==> config.mk <==
export PLATFORM = sky130hd
export DESIGN_NAME = ext_mem_if
export DESIGN_NICKNAME = d
export VERILOG_FILES = /design/src/ext_mem_fsm_pkg.sv /design/src/ext_mem_bus_pkg.sv /design/src/ext_mem_wait_counter.sv /design/src/ext_mem_ctrl_fsm.sv /design/src/ext_mem_strobe_gen.sv /design/src/ext_mem_if.sv
export SDC_FILE = /design/constraint.sdc
export NUM_CORES = 1
export LEC_CHECK = 0
export ABC_AREA = 1
export BUFFER_PORTS_ARGS = -buffer_cell sky130_fd_sc_hd__buf_2
export CORE_MARGIN = 1.5
export CORE_UTILIZATION = 30
export CTS_BUF_LIST = sky130_fd_sc_hd__clkbuf_2 sky130_fd_sc_hd__clkbuf_4 sky130_fd_sc_hd__clkbuf_8
export CTS_CLUSTER_DIAMETER = 60
export CTS_CLUSTER_SIZE = 28
export DETAILED_ROUTE_END_ITERATION = 10
export HOLD_SLACK_MARGIN = 0.12
export MAX_ROUTING_LAYER = met4
export PLACE_DENSITY_LB_ADDON = 0.25
export SLEW_MARGIN = 30
export SYNTH_ARGS = -nofsm -noshare
export SYNTH_HDL_FRONTEND = slang
export SYNTH_SLANG_ARGS = --single-unit
==> constraint.sdc <==
create_clock -name HCLK -period 2.55 [get_ports HCLK]
set_input_delay 0 -clock HCLK [delete_from_list [all_inputs] [get_ports HCLK]]
set_output_delay 0 -clock HCLK [all_outputs]
set_load 0.05 [all_outputs]
==> src/ext_mem_fsm_pkg.sv <==
// State and wait-counter opcode types for the external SRAM controller.
// Imported by the sequencer, the wait counter, the strobe generator and the top.

`default_nettype none

package ext_mem_fsm_pkg;

  // --------------------------------------------------
  // Sequencer states
  // --------------------------------------------------
  // Write states follow a one-bit-change order
  typedef enum logic [2:0] {
    IDLE     = 3'b000,
    WR_SETUP = 3'b001, // Address and data setup
    WR_PULSE = 3'b011, // we_n low
    WR_HOLD  = 3'b010, // Data hold, done
    READ     = 3'b100  // oe_n low
  } mem_state_e;

  // --------------------------------------------------
  // Wait counter operations
  // --------------------------------------------------
  typedef enum logic [2:0] {
    HOLD_ZERO  = 3'b000, // Clear count
    DECREMENT  = 3'b001,
    LOAD_READ  = 3'b010, // Load read cycle count
    LOAD_WRITE = 3'b011, // Load write pulse count
    LOAD_TURN  = 3'b100  // Load turnaround gap
  } count_op_e;

endpackage

`default_nettype wire

==> src/ext_mem_bus_pkg.sv <==
// SRAM bus definitions: byte lane count, request mask and lane strobe types.
// Imported where the byte mask or the byte strobes are handled.

`default_nettype none

package ext_mem_bus_pkg;

  // 16-bit SRAM, two byte lanes
  localparam int BYTE_LANES = 2;

  // Request side byte mask
  // Bit 0 lower byte, bit 1 upper byte
  // Active high, one bit per lane
  typedef logic [BYTE_LANES-1:0] byte_mask_t;

  // Pin side byte strobes
  // Same lane order as the mask but active low (lb_n, ub_n)
  typedef logic [BYTE_LANES-1:0] lane_strobe_n_t;

endpackage

`default_nettype wire

==> src/ext_mem_wait_counter.sv <==
// Wait-state counter for the SRAM controller.
// The sequencer selects an operation each cycle; count_zero ends each wait.

`timescale 1ns/1ps
`default_nettype none

module ext_mem_wait_counter
  import ext_mem_fsm_pkg::*;
#(
  parameter int CYCLE_W = 3 // Width of config counts
)
(
  input  logic               HCLK,
  input  logic               HRESETn,
  input  count_op_e          count_op,             // From sequencer
  input  logic [CYCLE_W-1:0] cfg_read_cycle,       // Read length minus one
  input  logic [CYCLE_W-1:0] cfg_write_cycle,      // Write pulse length minus one
  input  logic [CYCLE_W-1:0] cfg_turnaround_cycle, // Gap length minus one
  output logic               count_zero            // Wait finished
);

  logic [CYCLE_W-1:0] count;
  logic [CYCLE_W-1:0] nxt_count;

  // Next count from opcode
  always_comb
  begin
    case (count_op)
      DECREMENT:  nxt_count = count - 1'b1; // Never issued at zero
      LOAD_READ:  nxt_count = cfg_read_cycle;
      LOAD_WRITE: nxt_count = cfg_write_cycle;
      LOAD_TURN:  nxt_count = cfg_turnaround_cycle;
      default:    nxt_count = '0;            // HOLD_ZERO
    endcase
  end

  always_ff @(posedge HCLK or negedge HRESETn)
  begin
    if (!HRESETn)
      count <= '0;
    else
      count <= nxt_count;
  end

  assign count_zero = (count == '0);

endmodule

`default_nettype wire

==> src/ext_mem_ctrl_fsm.sv <==
// Transfer sequencer for the SRAM controller.
// Steps through read, write and turnaround states from level requests,
// drives the wait counter and pulses done once per finished transfer.

`timescale 1ns/1ps
`default_nettype none

module ext_mem_ctrl_fsm
  import ext_mem_fsm_pkg::*;
(
  input  logic       HCLK,
  input  logic       HRESETn,
  input  logic       rd_req,     // Level, held until done
  input  logic       wr_req,     // Level, held until done
  input  logic       count_zero, // Current wait finished
  output count_op_e  count_op,   // To wait counter
  output mem_state_e nxt_state,  // To strobe generator
  output logic       done        // One cycle per transfer
);

  mem_state_e cur_state;
  logic       last_write; // 1 = last transfer was a write

  // --------------------------------------------------
  // Next state and counter operation
  // --------------------------------------------------
  always_comb
  begin
    nxt_state = cur_state;
    count_op  = HOLD_ZERO;
    case (cur_state)
      IDLE:
      begin
        if (rd_req)
        begin
          if (!count_zero && last_write)
            count_op = DECREMENT; // Turnaround after write
          else
          begin
            nxt_state = READ;
            count_op  = LOAD_READ;
          end
        end
        else if (wr_req)
        begin
          if (!count_zero && !last_write)
            count_op = DECREMENT; // Turnaround after read
          else
          begin
            nxt_state = WR_SETUP;
            count_op  = LOAD_WRITE;
          end
        end
        else if (!count_zero)
          count_op = DECREMENT;   // Let the gap run out
      end
      READ:
      begin
        if (!count_zero)
          count_op = DECREMENT;
        else if (rd_req)
          count_op = LOAD_READ;   // Chained read, no gap
        else
        begin
          nxt_state = IDLE;
          count_op  = LOAD_TURN;
        end
      end
      WR_SETUP:
      begin
        nxt_state = WR_PULSE;
        count_op  = LOAD_WRITE;   // Pulse length
      end
      WR_PULSE:
      begin
        if (!count_zero)
          count_op = DECREMENT;
        else
          nxt_state = WR_HOLD;
      end
      WR_HOLD:
      begin
        if (wr_req)
        begin
          nxt_state = WR_SETUP;   // Chained write
          count_op  = LOAD_WRITE;
        end
        else
        begin
          nxt_state = IDLE;
          count_op  = LOAD_TURN;
        end
      end
      default:
        nxt_state = IDLE;         // Recover from bad encoding
    endcase
  end

  // End of read wait or write hold
  assign done = ((cur_state == READ) && count_zero) || (cur_state == WR_HOLD);

  // --------------------------------------------------
  // State and direction registers
  // --------------------------------------------------
  always_ff @(posedge HCLK or negedge HRESETn)
  begin
    if (!HRESETn)
    begin
      cur_state  <= IDLE;
      last_write <= 1'b0; // Read after reset
    end
    else
    begin
      cur_state <= nxt_state;
      if (done)
        last_write <= (cur_state == WR_HOLD);
    end
  end

endmodule

`default_nettype wire

==> src/ext_mem_strobe_gen.sv <==
// SRAM strobe generator.
// Decodes the sequencer's next state and the byte mask into active-low
// strobes, registered so the pins change on the state edge without glitches.

`timescale 1ns/1ps
`default_nettype none

module ext_mem_strobe_gen
  import ext_mem_fsm_pkg::*;
  import ext_mem_bus_pkg::*;
(
  input  logic       HCLK,
  input  logic       HRESETn,
  input  mem_state_e nxt_state,     // From sequencer
  input  byte_mask_t nxt_byte_mask, // Sampled on state entry
  output logic       ce_n,          // Chip enable
  output logic       oe_n,          // Output enable, read
  output logic       we_n,          // Write enable
  output logic       data_oe_n,     // Data bus drive, write
  output logic       lb_n,          // Lower byte
  output logic       ub_n           // Upper byte
);

  logic           nxt_ce_n;
  logic           nxt_oe_n;
  logic           nxt_we_n;
  logic           nxt_data_oe_n;
  lane_strobe_n_t nxt_bs_n;
  lane_strobe_n_t bs_n;

  // --------------------------------------------------
  // State decode
  // --------------------------------------------------
  always_comb
  begin
    nxt_ce_n      = 1'b0;
    nxt_oe_n      = 1'b1;
    nxt_we_n      = 1'b1;
    nxt_data_oe_n = 1'b1;
    nxt_bs_n      = ~nxt_byte_mask;
    case (nxt_state)
      READ:               nxt_oe_n      = 1'b0;
      WR_SETUP, WR_HOLD:  nxt_data_oe_n = 1'b0; // Data driven, no pulse
      WR_PULSE:
      begin
        nxt_data_oe_n = 1'b0;
        nxt_we_n      = 1'b0;
      end
      default:
      begin
        nxt_ce_n = 1'b1;  // IDLE, all off
        nxt_bs_n = '1;
      end
    endcase
  end

  always_ff @(posedge HCLK or negedge HRESETn)
  begin
    if (!HRESETn)
    begin
      ce_n      <= 1'b1;
      oe_n      <= 1'b1;
      we_n      <= 1'b1;
      data_oe_n <= 1'b1;
      bs_n      <= '1;
    end
    else
    begin
      ce_n      <= nxt_ce_n;
      oe_n      <= nxt_oe_n;
      we_n      <= nxt_we_n;
      data_oe_n <= nxt_data_oe_n;
      bs_n      <= nxt_bs_n;
    end
  end

  assign lb_n = bs_n[0];
  assign ub_n = bs_n[1];

endmodule

`default_nettype wire

==> src/ext_mem_if.sv <==
// Top level of the external 16-bit SRAM controller.
// Requests are levels answered by a one-cycle done; the SRAM strobes come
// straight from registers. CYCLE_W sets the width of the config counts.

`timescale 1ns/1ps
`default_nettype none

module ext_mem_if
  import ext_mem_fsm_pkg::*;
  import ext_mem_bus_pkg::*;
#(
  parameter int CYCLE_W = 3
)
(
  input  logic               HCLK,
  input  logic               HRESETn,

  // Requester side
  input  logic               rd_req,
  input  logic               wr_req,
  input  byte_mask_t         nxt_byte_mask,
  output logic               done,

  // Static while a transfer is active
  input  logic [CYCLE_W-1:0] cfg_read_cycle,
  input  logic [CYCLE_W-1:0] cfg_write_cycle,
  input  logic [CYCLE_W-1:0] cfg_turnaround_cycle,

  // SRAM pins, all active low
  output logic               ce_n,
  output logic               oe_n,
  output logic               we_n,
  output logic               data_oe_n,
  output logic               lb_n,
  output logic               ub_n
);

  count_op_e  count_op;
  logic       count_zero;
  mem_state_e nxt_state;

  // --------------------------------------------------
  // Wait counter
  // --------------------------------------------------
  ext_mem_wait_counter #(
    .CYCLE_W (CYCLE_W)
  ) u_wait_counter (
    .HCLK                 (HCLK),
    .HRESETn              (HRESETn),
    .count_op             (count_op),
    .cfg_read_cycle       (cfg_read_cycle),
    .cfg_write_cycle      (cfg_write_cycle),
    .cfg_turnaround_cycle (cfg_turnaround_cycle),
    .count_zero           (count_zero)
  );

  // Sequencer
  ext_mem_ctrl_fsm u_ctrl_fsm (
    .HCLK       (HCLK),
    .HRESETn    (HRESETn),
    .rd_req     (rd_req),
    .wr_req     (wr_req),
    .count_zero (count_zero),
    .count_op   (count_op),
    .nxt_state  (nxt_state),
    .done       (done)
  );

  // Pin strobes, registered
  ext_mem_strobe_gen u_strobe_gen (
    .HCLK          (HCLK),
    .HRESETn       (HRESETn),
    .nxt_state     (nxt_state),
    .nxt_byte_mask (nxt_byte_mask),
    .ce_n          (ce_n),
    .oe_n          (oe_n),
    .we_n          (we_n),
    .data_oe_n     (data_oe_n),
    .lb_n          (lb_n),
    .ub_n          (ub_n)
  );

endmodule

`default_nettype wire

# Word-level counts from Yosys, hierarchy flattened
# Cells that the tools add are included.
# Widths: inputs -> output; s select.
[classes]
n_reduce_logical = 10
n_addsub = 1
n_eq_ne = 12
n_mux = 24
n_bitwise = 1
[op_table]
columns = ["operator", "n"]
rows = [
  ["$mux 3", 12],
  ["$pmux 3 s5", 2],
  ["$eq 3x2->1 const B", 6],
  ["$pmux 3 s4", 1],
  ["$eq 3x1->1 const B", 3],
  ["$eq 3x3->1 const B", 3],
  ["$logic_not 3->1", 2],
  ["$mux 1", 6],
  ["$mux 2", 3],
  ["$reduce_or 4->1", 1],
  ["$logic_and 1x1->1", 3],
  ["$reduce_or 3->1", 1],
  ["$sub 3x1->3 const B", 1],
  ["$logic_not 1->1", 2],
  ["$not 2->2", 1],
  ["$logic_or 1x1->1", 1],
]
[totals]
ff_bits = 13
word_cells = 56

# Depth between registers and ports, before layout
# Gate-level depths: netlist of the first run.
[depth]
word_depth = 10
depth_mapped = 10
mapped_depth_nobuf = 10

# Cells and area by module
# A second synthesis of the first run with hierarchy kept.
[hier_totals]
cells_unflattened = 106
hier_area_um2 = 784.5
[modules_own_cells]
columns = ["module", "cells_each", "area_per_inst_um2", "n_inst", "seq_area_each_um2"]
rows = [
  ["ext_mem_ctrl_fsm", 50, 310.3, 1, 100.1],
  ["ext_mem_wait_counter", 41, 269.0, 1, 75.1],
  ["ext_mem_strobe_gen", 15, 205.2, 1, 157.7],
]

# Worst setup path before layout of the first run
# OpenSTA, ideal clock, no wires.
[synth_timing]
kind = "register to output"
from = "register u_wait_counter.count[0]"
to = "output done"
path_stages_with_launch = 5
t_arrival_ns = 1.827
n_path_buf = 0
setup_slack_ns = 0.723
cell_sequence = "dfrtp_1 > inv_1 > ha_1 > nand2_2 > o21ai_0"
[synth_between]
elab_chain_len = 3
[synth_lines]
columns = ["item", "line", "rtl"]
rows = [
  ["start: declaration", "ext_mem_wait_counter.sv:22", "logic [CYCLE_W-1:0] count;"],
  ["start signal: assignment", "ext_mem_wait_counter.sv:42", "count <= nxt_count;"],
  ["$logic_not 3->1", "ext_mem_wait_counter.sv:45", "assign count_zero = (count == '0);"],
  ["$logic_and 1x1->1", "ext_mem_ctrl_fsm.sv:100", "assign done = ((cur_state == READ) && count_zero) || (cur_state == WR_HOLD);"],
  ["$logic_or 1x1->1", "ext_mem_ctrl_fsm.sv:100", ""],
  ["end: declaration", "ext_mem_if.sv:22", "output logic done,"],
]
# No other way between the ends.

# Worst setup path in the final report of the first run
[layout_timing]
from = "register u_wait_counter.count[1]"
to = "register u_wait_counter.count[2]"
[layout_between]
elab_chain_len = 9
[layout_lines]
columns = ["item", "line", "rtl"]
rows = [
  ["$logic_not 3->1", "ext_mem_wait_counter.sv:45", ""],
  ["$logic_not 1->1", "ext_mem_ctrl_fsm.sv:36, ext_mem_ctrl_fsm.sv:46", ""],
  ["$logic_and 1x1->1", "ext_mem_ctrl_fsm.sv:46", "if (!count_zero && !last_write)"],
  ["$mux 2", "ext_mem_ctrl_fsm.sv:46", ""],
  ["$mux 3", "ext_mem_ctrl_fsm.sv:44", "else if (wr_req)"],
  ["$mux 3", "ext_mem_ctrl_fsm.sv:34", "if (rd_req)"],
  ["$pmux 3 s5", "ext_mem_ctrl_fsm.sv:31", "case (cur_state)"],
  ["$eq 3x3->1, or another cell as far along", "ext_mem_wait_counter.sv:28", "case (count_op)"],
  ["$pmux 3 s4 (*)", "ext_mem_wait_counter.sv:28", ""],
  ["via u_wait_counter.nxt_count[2]", "ext_mem_wait_counter.sv:23", "logic [CYCLE_W-1:0] nxt_count;"],
]
# The timed path passes the listed nets; every way through them passes the cells marked *.
# A chain may end at the register's enable or synchronous reset.

==> results.yml, run 1 <==
timing:
  hold_violations: 0
  setup-tns-final_ns: 0
  period_needed_ns: 2.425
  max_slew.worst_pin.slew_ns: 0.2841
  fmax_mhz: 412.4
  relSlewSlack_pct: 81.06
  maxSlewViolCount: 0
  hold_slack_ns: 0.1231
  fin_crit_sh_pct: 95.10
  setup_viol: 0
  finalClockSkew_ns: 0.01369
finish:
  multi_input_area_um2: 381.6
  regArea_um2: 332.8
  fin_nets: 147
  layout_commonest_cell: "buf_2"
  syn_to_final_growth_pct: 42.86
  fill_cells: 236
  drive_gt1_share_pct: 45.74
  antennaDiodeCount: 0
  layout_common_cells: "buf_2, nand2_1, dlygate4sd3_1"
clocking:
  clk_pin_slew_ns: 0.09
  max-clock-path-buffers: 2
  cts_tree: "built"
  htreeDepth: 1
  insertion_delay_ns: 0.27
  cts.sinks: 13
  cts-root-buf: "clkbuf_4"
  numCtsBuffers: 3
floorplan:
  die_area_um2: 2820
  die-width_um: 53.11
  fp.dieH_um: 53.11
  core_area_um2: 2297
  rows: 17
  start_util_pct: 32.79
  io_pins: 22
route:
  drt_iter0_drc: 14
  highest_layer: "met4"
  routed_wl_mm: 1.590
  postRouteAntennaNets: 0
  vias: 713
  drc_errors: 0
  via_per_inst: 4.541
  wl_per_cell_um: 10.13
  route.layer.met1.wl_um: 689
  met3_length_um: 109
  wl_met2_um: 763
  drt_first_pass_iters: 4
global_route:
  globalRouteOverflowTotal: 0
  grt_pass1_wl_mm: 2.352
  grt_max_degree: 14
  grt_use_total_pct: 12.32
  antenna_found_initial: 0
  grt_pass1_vias: 569
placed_design:
  routabilityCongestion: 0.8541
  place_hpwl_mm: 1.169
  portBuffers: 21
yosys:
  post_synth_num_cell_types: 21
  yosysTopAreaCellShare_pct: 23.26
  synth_compound_area_share_pct: 4.153
  synth_xor_area_share_pct: 1.163
  netlist_instances: 90
  synth_top_family_by_area: "simple AND/OR/NAND/NOR gates"
  synth_top_area_cell: "dfrtp_1"
  syn-num-nets: 107
  synthSimpleGateAreaFrac_pct: 39.70
  ys_seq_area_share_pct: 44.19
  synthMuxAreaShare_pct: 0
  syn_area_per_cell_um2: 8.369
  ys_top_cells_by_area: "dfrtp_1, dfstp_2, nand2_1, nand3_2, inv_1"
  yosys_warnings: 0
  synthAdderAreaFrac_pct: 3.322
  netlist_area_um2: 753.2
  ys_seq_elements: 13
worst_setup_path:
  arrival_ns: 2.63
  worst_r2r_endpoint: "u_wait_counter.count[2]"
  r2r_setup_slack_ns: 0.13
  criticalPathCategory: "register to register"
  crit_path_start_kind: "register"
  r2r-start: "u_wait_counter.count[1]"
  required_ns: 2.75
  critPathCaptureType: "register"
  cp_max_fo: 5
  reg2regPathDepth: 12
pwr:
  power_density_nw_per_um2: 1266
  power_mw: 1.363
  p_leak_nw: 0.5425
  vdd_drop_max_mv: 0.5997
flow_run:
  cap_violations: 0
status:
  status: "completed"
worst_hold_path:
  hold_path.class: "input pin to async pin"
[power breakdown]
group          internal [mW]  switching [mW]
Sequential             0.320          0.0454
Combinational          0.315           0.546
Clock                 0.0711          0.0653
Total                  0.706           0.657
[per-stage QoR]
step	util [%]	setup WS, ns	cell area, µm²	std cells
final	46.84	0.1250	1076	157
after global routing	46.84	-0.01201	1076	157
after global placement	38.89	1.123	893.4	139
after floorplan	-	0.7232	753.2	90
after detailed placement	38.89	1.116	893.4	139
after CTS	45.42	0.04999	1044	155
[how the worst max path moves through the flow]
stage                            start                      end  slack, ns  cells after the start
2_1_floorplan  u_wait_counter.count[0]                     done       0.72                      4
3_3_place_gp   u_wait_counter.count[0]  u_wait_counter.count[2]       1.12                      9
3_5_place_dp   u_wait_counter.count[0]  u_wait_counter.count[1]       1.12                      9
4_1_cts        u_wait_counter.count[0]  u_wait_counter.count[2]       0.05                     12
5_1_grt        u_wait_counter.count[1]  u_wait_counter.count[2]      -0.01                     12
6_report       u_wait_counter.count[1]  u_wait_counter.count[2]       0.13                     12
[layer usage]
layer | GRT usage [%] | up-vias
met5 | - | -
met4 | 8.974 | 0
met3 | 1.977 | 2
met2 | 17.50 | 26
met1 | 15.73 | 327
li1 | - | 358
[layout make-up]
type	count	share of cell area, %
Inverter	15	5.233
Tap cell	28	3.256
Multi-Input combinational cell	62	35.47
Timing Repair Buffer	35	22.33
Sequential cell	13	30.93
Clock buffer	4	2.791
[cells in the mapped netlist, drive strengths merged]
library cell	count
dfstp	6
dfrtp	7
xor2	1
nor2	13
nand2	25
nand4	2
inv	15
nor3	1
ha	2
nand3	12
a21oi	1
a21boi	1
o21ai	3
and2	1
[what timing repair did]
item,in CTS,in global routing
endpoints found under the setup margin,0,2
gates resized for setup,0,4
hold buffers,12,0
hold endpoints to repair,19,0
buffers inserted,0,2
[worst max-delay path: stages, from the launching register on]
cell,delay (ns)
dfrtp_1,0.37
inv_1,0.11
ha_4,0.16
nand2_2,0.08
nand2_1,0.11
nand3_2,0.12
nand2_4,0.11
nand2_1,0.05
nand2_1,0.05
dlygate4sd3_1,0.54
nor2_1,0.04
dlygate4sd3_1,0.55
nand2_1,0.06
[flip-flops by register name, summed over array words and instances, names as in the netlist]
register / flops
u_ctrl_fsm.last_write: 1
u_strobe_gen.oe_n: 1
u_strobe_gen.bs_n: 2
u_wait_counter.count: 3
u_strobe_gen.we_n: 1
u_ctrl_fsm.cur_state: 3
u_strobe_gen.data_oe_n: 1
u_strobe_gen.ce_n: 1
[cell families (layout without fill, tap and decap cells)]
kind of cell,count (synthesis),after routing
buffers and inverters,15,54
AOI/OAI and AO/OA,5,5
adders and majority gates,2,2
and+or+nand+nor,54,54
DFF,13,13
xor gates and xnor gates,1,1
Power figures use the tool's default switching activity.
==> run 2: changes to the inputs <==
--- a/config.mk
+++ b/config.mk
@@ -5,7 +5,6 @@
 export SDC_FILE = /design/constraint.sdc
 export NUM_CORES = 1
 export LEC_CHECK = 0
-export ABC_AREA = 1
 export BUFFER_PORTS_ARGS = -buffer_cell sky130_fd_sc_hd__buf_2
 export CORE_MARGIN = 1.5
 export CORE_UTILIZATION = 30
==> run 2 against run 1 <==
  * Via count rose by 2.7%
  * Critical path type unchanged
  * Critical path depth fell by 5
  * Clock-buffer cell count fell by 1
  * Worst hold slack improved by 0.0048 ns
  * Highest routed layer unchanged
  * Utilization fell by 3.7 points
  * Worst setup slack improved by 0.23 ns
  * Combinational power fell by 26%
==> results.yml, run 2 <==
timing:
  max_slew.worst_pin.slew_ns: 0.4508
  fmax_mhz: 455.1
  maxSlewViolCount: 0
  hold_violations: 0
  setup_viol: 0
  finalClockSkew_ns: 0.001396
  relSlewSlack_pct: 69.95
  period_needed_ns: 2.197
  fin_crit_sh_pct: 86.16
  setup-tns-final_ns: 0
  rsz0062_at_grt: "no"
clocking:
  numCtsBuffers: 3
  ctsResizeCount: 0
  cts-root-buf: "clkbuf_4"
  htreeDepth: 1
  clk_pin_slew_ns: 0.08
  max-clock-path-buffers: 2
  cts_setup_buffers: 0
  cts_hold_buf: 13
  insertion_delay_ns: 0.28
  cts.sinks: 13
  cts_tree: "built"
finish:
  layout_common_cells: "buf_2, dlygate4sd3_1, dfrtp_1"
  fill_cells: 253
  fin_nets: 131
  antennaDiodeCount: 0
  layout_commonest_cell: "buf_2"
  reg.largest.list: "u_ctrl_fsm.cur_state (3), u_wait_counter.count (3), u_strobe_gen.bs_n (2)"
  final_area_um2: 1087
  drive_gt1_share_pct: 33.63
  syn_to_final_growth_pct: 33.28
worst_setup_path:
  cp_top_family: "buffers and inverters"
  crit_start: "u_wait_counter.count[0]"
  path_depth: 7
  critPathCaptureType: "register"
  crit_path_start_kind: "register"
  cp_slowest_cell: "dlygate4sd3_1"
  reg2regPathDepth: 7
  worstPathCellList: "inv_1 -> ha_1 -> or3b_4 -> nand3_4 -> o22a_2 -> o311ai_2 -> dlygate4sd3_1"
  required_ns: 2.72
  r2r_setup_slack_ns: 0.35
  criticalPathCategory: "register to register"
  path_buf_inv: 2
  slowest_delay_ns: 0.57
  r2r-start: "u_wait_counter.count[0]"
  arrival_ns: 2.37
  cp_max_fo: 5
yosys:
  synth_edf_count: 0
  syn-num-nets: 96
  ys_async_sr_fraction_pct: 100.0
  ys_seq_area_share_pct: 40.80
  ys.flop_type: "dfrtp_1"
  yosysTopAreaCellShare_pct: 21.47
  yosys_warnings: 0
  netlist_area_um2: 815.8
  synth_top_area_cell: "dfrtp_1"
  synth_commonest_cells: "dfrtp_1, dfstp_2, nand2_1"
  syn_area_per_cell_um2: 10.33
  netlist_instances: 79
  post_synth_num_cell_types: 39
  yosysMostFrequentCell: "dfrtp_1"
  ys_seq_elements: 13
  ys_top_cells_by_area: "dfrtp_1, dfstp_2, nand3b_1, a32oi_1, ha_1"
route:
  via_per_inst: 5.119
  drt_iter0_drc: 24
  drc_errors: 0
  vias: 732
  wl_per_cell_um: 12.49
  drt_first_pass_iters: 4
  routed_wl_mm: 1.786
  postRouteAntennaNets: 0
pwr:
  vdd_drop_max_mv: 0.4762
  power_density_nw_per_um2: 1024
  p_leak_nw: 0.4968
flow_run:
  cap_violations: 0
floorplan:
  fp.dieH_um: 55.15
  io_pins: 22
  start_util_pct: 32.34
  rows: 18
  die_area_um2: 3041
  core_area_um2: 2522
  die-width_um: 55.15
global_route:
  grt_util_met3_pct: 0.8065
  grt_max_degree: 16
  grt_pass1_wl_mm: 2.898
  globalRouteOverflowTotal: 0
  met1_usage_pct: 18.80
  grt_use_total_pct: 14.22
  antenna_found_initial: 0
  grt_pass1_vias: 654
  grt_use_met2_pct: 20.83
  grt_busiest_layer: "met2"
placed_design:
  portBuffers: 21
  placed_area_um2: 929.6
  routabilityCongestion: 0.7795
  place_hpwl_mm: 1.298
worst_hold_path:
  hold_path.class: "input pin to async pin"
status:
  status: "completed"
## run 2: per-layer routing
metal	up-vias	part of all wire (%)
li1	361	-
met4	0	2.9
met1	343	47
met5	-	0
met2	23	46
met3	5	4.3
## run 2: stage by stage
| step | util, % | cells | setup slack, ns | hold WS [ns] | total power [mW] |
|---|---|---|---|---|---|
| finish | 43.11 | 143 | 0.3529 | 0.1279 | 1.113 |
| global route | 43.11 | 143 | 0.2464 | 0.1592 | 1.194 |
| CTS | 43.11 | 143 | 0.3540 | 0.1321 | 1.126 |
| detailed placement | 36.86 | 126 | 0.9161 | -0.09143 | 0.9396 |
| global placement | 36.86 | 126 | 0.9152 | -0.09746 | 0.9363 |
| floorplan | - | 79 | 1.014 | -0.2956 | 0.8264 |
## run 2: where the power goes
| group | total [mW] | switching, mW | internal [mW] |
|---|---|---|---|
| registers | 0.349 | 0.0586 | 0.290 |
| clock network | 0.132 | 0.0733 | 0.0583 |
| logic | 0.633 | 0.368 | 0.265 |
## run 2: path summary, 6_finish.rpt
path / end
max in group asynchronous: u_strobe_gen.we_n
hold / removal: u_ctrl_fsm.last_write
min in group HCLK: u_strobe_gen.bs_n[0]
setup reg to reg: u_wait_counter.count[2]
setup / recovery: u_wait_counter.count[2]
hold reg to reg: u_wait_counter.count[0]
## run 2: final cells by class
| type | instances | area, µm² | share of cell area (%) |
|---|---|---|---|
| Clock buffer | 3 | 22.52 | 2.071 |
| Clock inverter | 1 | 5.005 | 0.4603 |
| Inverter | 3 | 11.26 | 1.036 |
| Multi-Input combinational cell | 59 | 442.9 | 40.74 |
| Sequential cell | 13 | 332.8 | 30.61 |
| Tap cell | 30 | 37.54 | 3.452 |
| Timing Repair Buffer | 34 | 235.2 | 21.63 |
## run 2: logic make-up (layout without fill, tap and decap cells)
| kind of cell | count (synthesis) | count (layout) | share of synthesized area [%] |
|---|---|---|---|
| buffers and inverters | 7 | 41 | 4.908 |
| XOR/XNOR | 1 | 1 | 1.074 |
| AO/OA/AOI/OAI | 19 | 19 | 20.71 |
| flip-flops | 13 | 13 | 40.80 |
| AND/OR/NAND/NOR | 35 | 35 | 26.99 |
| adder cells (fa/ha/maj) | 2 | 2 | 3.067 |
| multiplexers | 2 | 2 | 2.454 |
==> run 3: changes to the inputs <==
==> constraint.sdc (replaced) <==
create_clock -name HCLK -period 2.55 [get_ports HCLK]
set_input_delay 0.3825 -clock HCLK [delete_from_list [all_inputs] [get_ports HCLK]]
set_output_delay 0.3825 -clock HCLK [all_outputs]
set_load 0.05 [all_outputs]
==> run 3 against run 2 <==
  * Register-to-register slack better by 0.52 ns
  * Utilization is 4.8 points lower
  * Clock-buffer cell count stayed put
  * Power is 4.4% lower
  * Cell count is 8.4% lower
  * Design area is 11% lower
  * Critical path depth is 3 lower
  * Die area stayed put
  * Critical path type is now register to output pin
  * Highest routed layer unchanged
==> results.yml, run 3 (synthesis gave the netlist of run 2 again) <==
finish:
  layout_commonest_cell: "buf_2"
  syn_to_final_growth_pct: 18.56
  antennaDiodeCount: 0
  reg.largest.list: "u_ctrl_fsm.cur_state (3), u_wait_counter.count (3), u_strobe_gen.bs_n (2)"
  fin_nets: 119
  drive_gt1_share_pct: 37.62
  layout_common_cells: "buf_2, dfrtp_1, nand2_1, dfstp_2, nor2_1"
status:
  status: "completed"
worst_hold_path:
  hold_path.class: "input pin to register"
global_route:
  grt_pass1_vias: 632
  antenna_found_initial: 0
  grt_pass1_wl_mm: 2.773
  grt_use_total_pct: 13.48
  globalRouteOverflowTotal: 0
  grt_max_degree: 16
timing:
  setup-tns-final_ns: 0
  period_needed_ns: 2.036
  setup_viol: 0
  hold_violations: 0
  fmax_mhz: 491.0
  max_slew.worst_pin.slew_ns: 0.5136
  relSlewSlack_pct: 65.65
  hold_slack_ns: 0.2438
  finalClockSkew_ns: 0.007832
  maxSlewViolCount: 0
  fin_crit_sh_pct: 79.86
  rsz0062_at_grt: "no"
placed_design:
  routabilityCongestion: 0.7997
  portBuffers: 21
  place_hpwl_mm: 1.276
clocking:
  insertion_delay_ns: 0.28
  cts.sinks: 13
  cts-root-buf: "clkbuf_4"
  numCtsBuffers: 3
  clk_pin_slew_ns: 0.09
  max-clock-path-buffers: 2
  ctsResizeCount: 0
  cts_tree: "built"
  cts_hold_buf: 1
  cts_setup_buffers: 0
  htreeDepth: 1
pwr:
  p_seq_share_pct: 33.1
  p_int_mw: 0.5716
  power.switching_mw: 0.4925
  power_density_nw_per_um2: 1100
  power_frac_comb_pct: 54.7
  p_leak_nw: 0.4500
  swShare_pct: 46.28
  vdd_drop_max_mv: 0.4584
  pwr-share-clk_pct: 12.2
floorplan:
  io_pins: 22
  fp.dieH_um: 55.15
  die_area_um2: 3041
  start_util_pct: 32.34
  core_area_um2: 2522
  rows: 18
  die-width_um: 55.15
route:
  drc_errors: 0
  vias: 689
  wl_per_cell_um: 12.95
  via_per_inst: 5.260
  drt_first_pass_iters: 4
  routed_wl_mm: 1.697
  drt_iter0_drc: 11
  postRouteAntennaNets: 0
worst_setup_path:
  critPathCaptureType: "output pin"
  criticalPathCategory: "register to output pin"
  arrival_ns: 1.65
  crit_path_start_kind: "register"
  cp_max_fo: 15
  required_ns: 2.17
  r2r_setup_slack_ns: 0.87
flow_run:
  cap_violations: 0
run 3: final cells by class:
type                            count  area, µm²
Clock buffer                        3      22.52
Multi-Input combinational cell     59      442.9
Timing Repair Buffer               22      115.1
Tap cell                           30      37.54
Sequential cell                    13      332.8
Clock inverter                      1      5.005
Inverter                            3      11.26
Fill cell                         267       1555
run 3: final timing paths:
kind | endpoint | depth (start not counted) | from
min in group asynchronous | u_ctrl_fsm.last_write | 2 | HRESETn
setup / recovery | done | 4 | u_ctrl_fsm.cur_state[2]
max in group asynchronous | u_strobe_gen.we_n | 2 | HRESETn
setup reg to reg | u_wait_counter.count[0] | 4 | u_ctrl_fsm.cur_state[2]
hold / removal | u_strobe_gen.bs_n[1] | 2 | nxt_byte_mask[1]
hold reg to reg | u_wait_counter.count[0] | 1 | u_wait_counter.count[0]
run 3: metrics by stage:
stage	instance area, µm²	worst slack (ns)	std cells	util [%]	total power, mW
2_1_floorplan	815.8	0.6320	79	-	0.8264
3_3_place_gp	929.6	0.8680	126	36.86	0.9312
3_5_place_dp	929.6	0.8312	126	36.86	0.9388
4_1_cts	967.2	0.5079	131	38.34	1.072
5_1_grt	967.2	0.3988	131	38.34	1.150
6_report	967.2	0.5135	131	38.34	1.064
run 3: power by group through the flow:
stage          combinational (mW)  sequential (mW)  clock, mW
3_5_place_dp                0.584            0.355          0
4_1_cts                     0.586            0.352      0.134
2_1_floorplan               0.391            0.435          0
5_1_grt                     0.643            0.362      0.145
6_report                    0.582            0.352      0.130
3_3_place_gp                0.580            0.351          0
run 3: worst max-delay path, cell delays in order, from the launching register on:
cell and delay (ns):
dfrtp_1 0.62, nand3b_1 0.21, o21a_1 0.21, nor2_1 0.07, buf_2 0.27
run 3: per-layer routing:
layer / GRT usage, % / wire length [µm] / up-vias / share of wire [%]
met5: - / 0 / - / 0
met4: 8.537 / 27 / 0 / 1.6
met3: 0.8065 / 125 / 2 / 7.4
met2: 19.84 / 740 / 32 / 44
met1: 18.03 / 804 / 319 / 47
li1: - / - / 336 / -
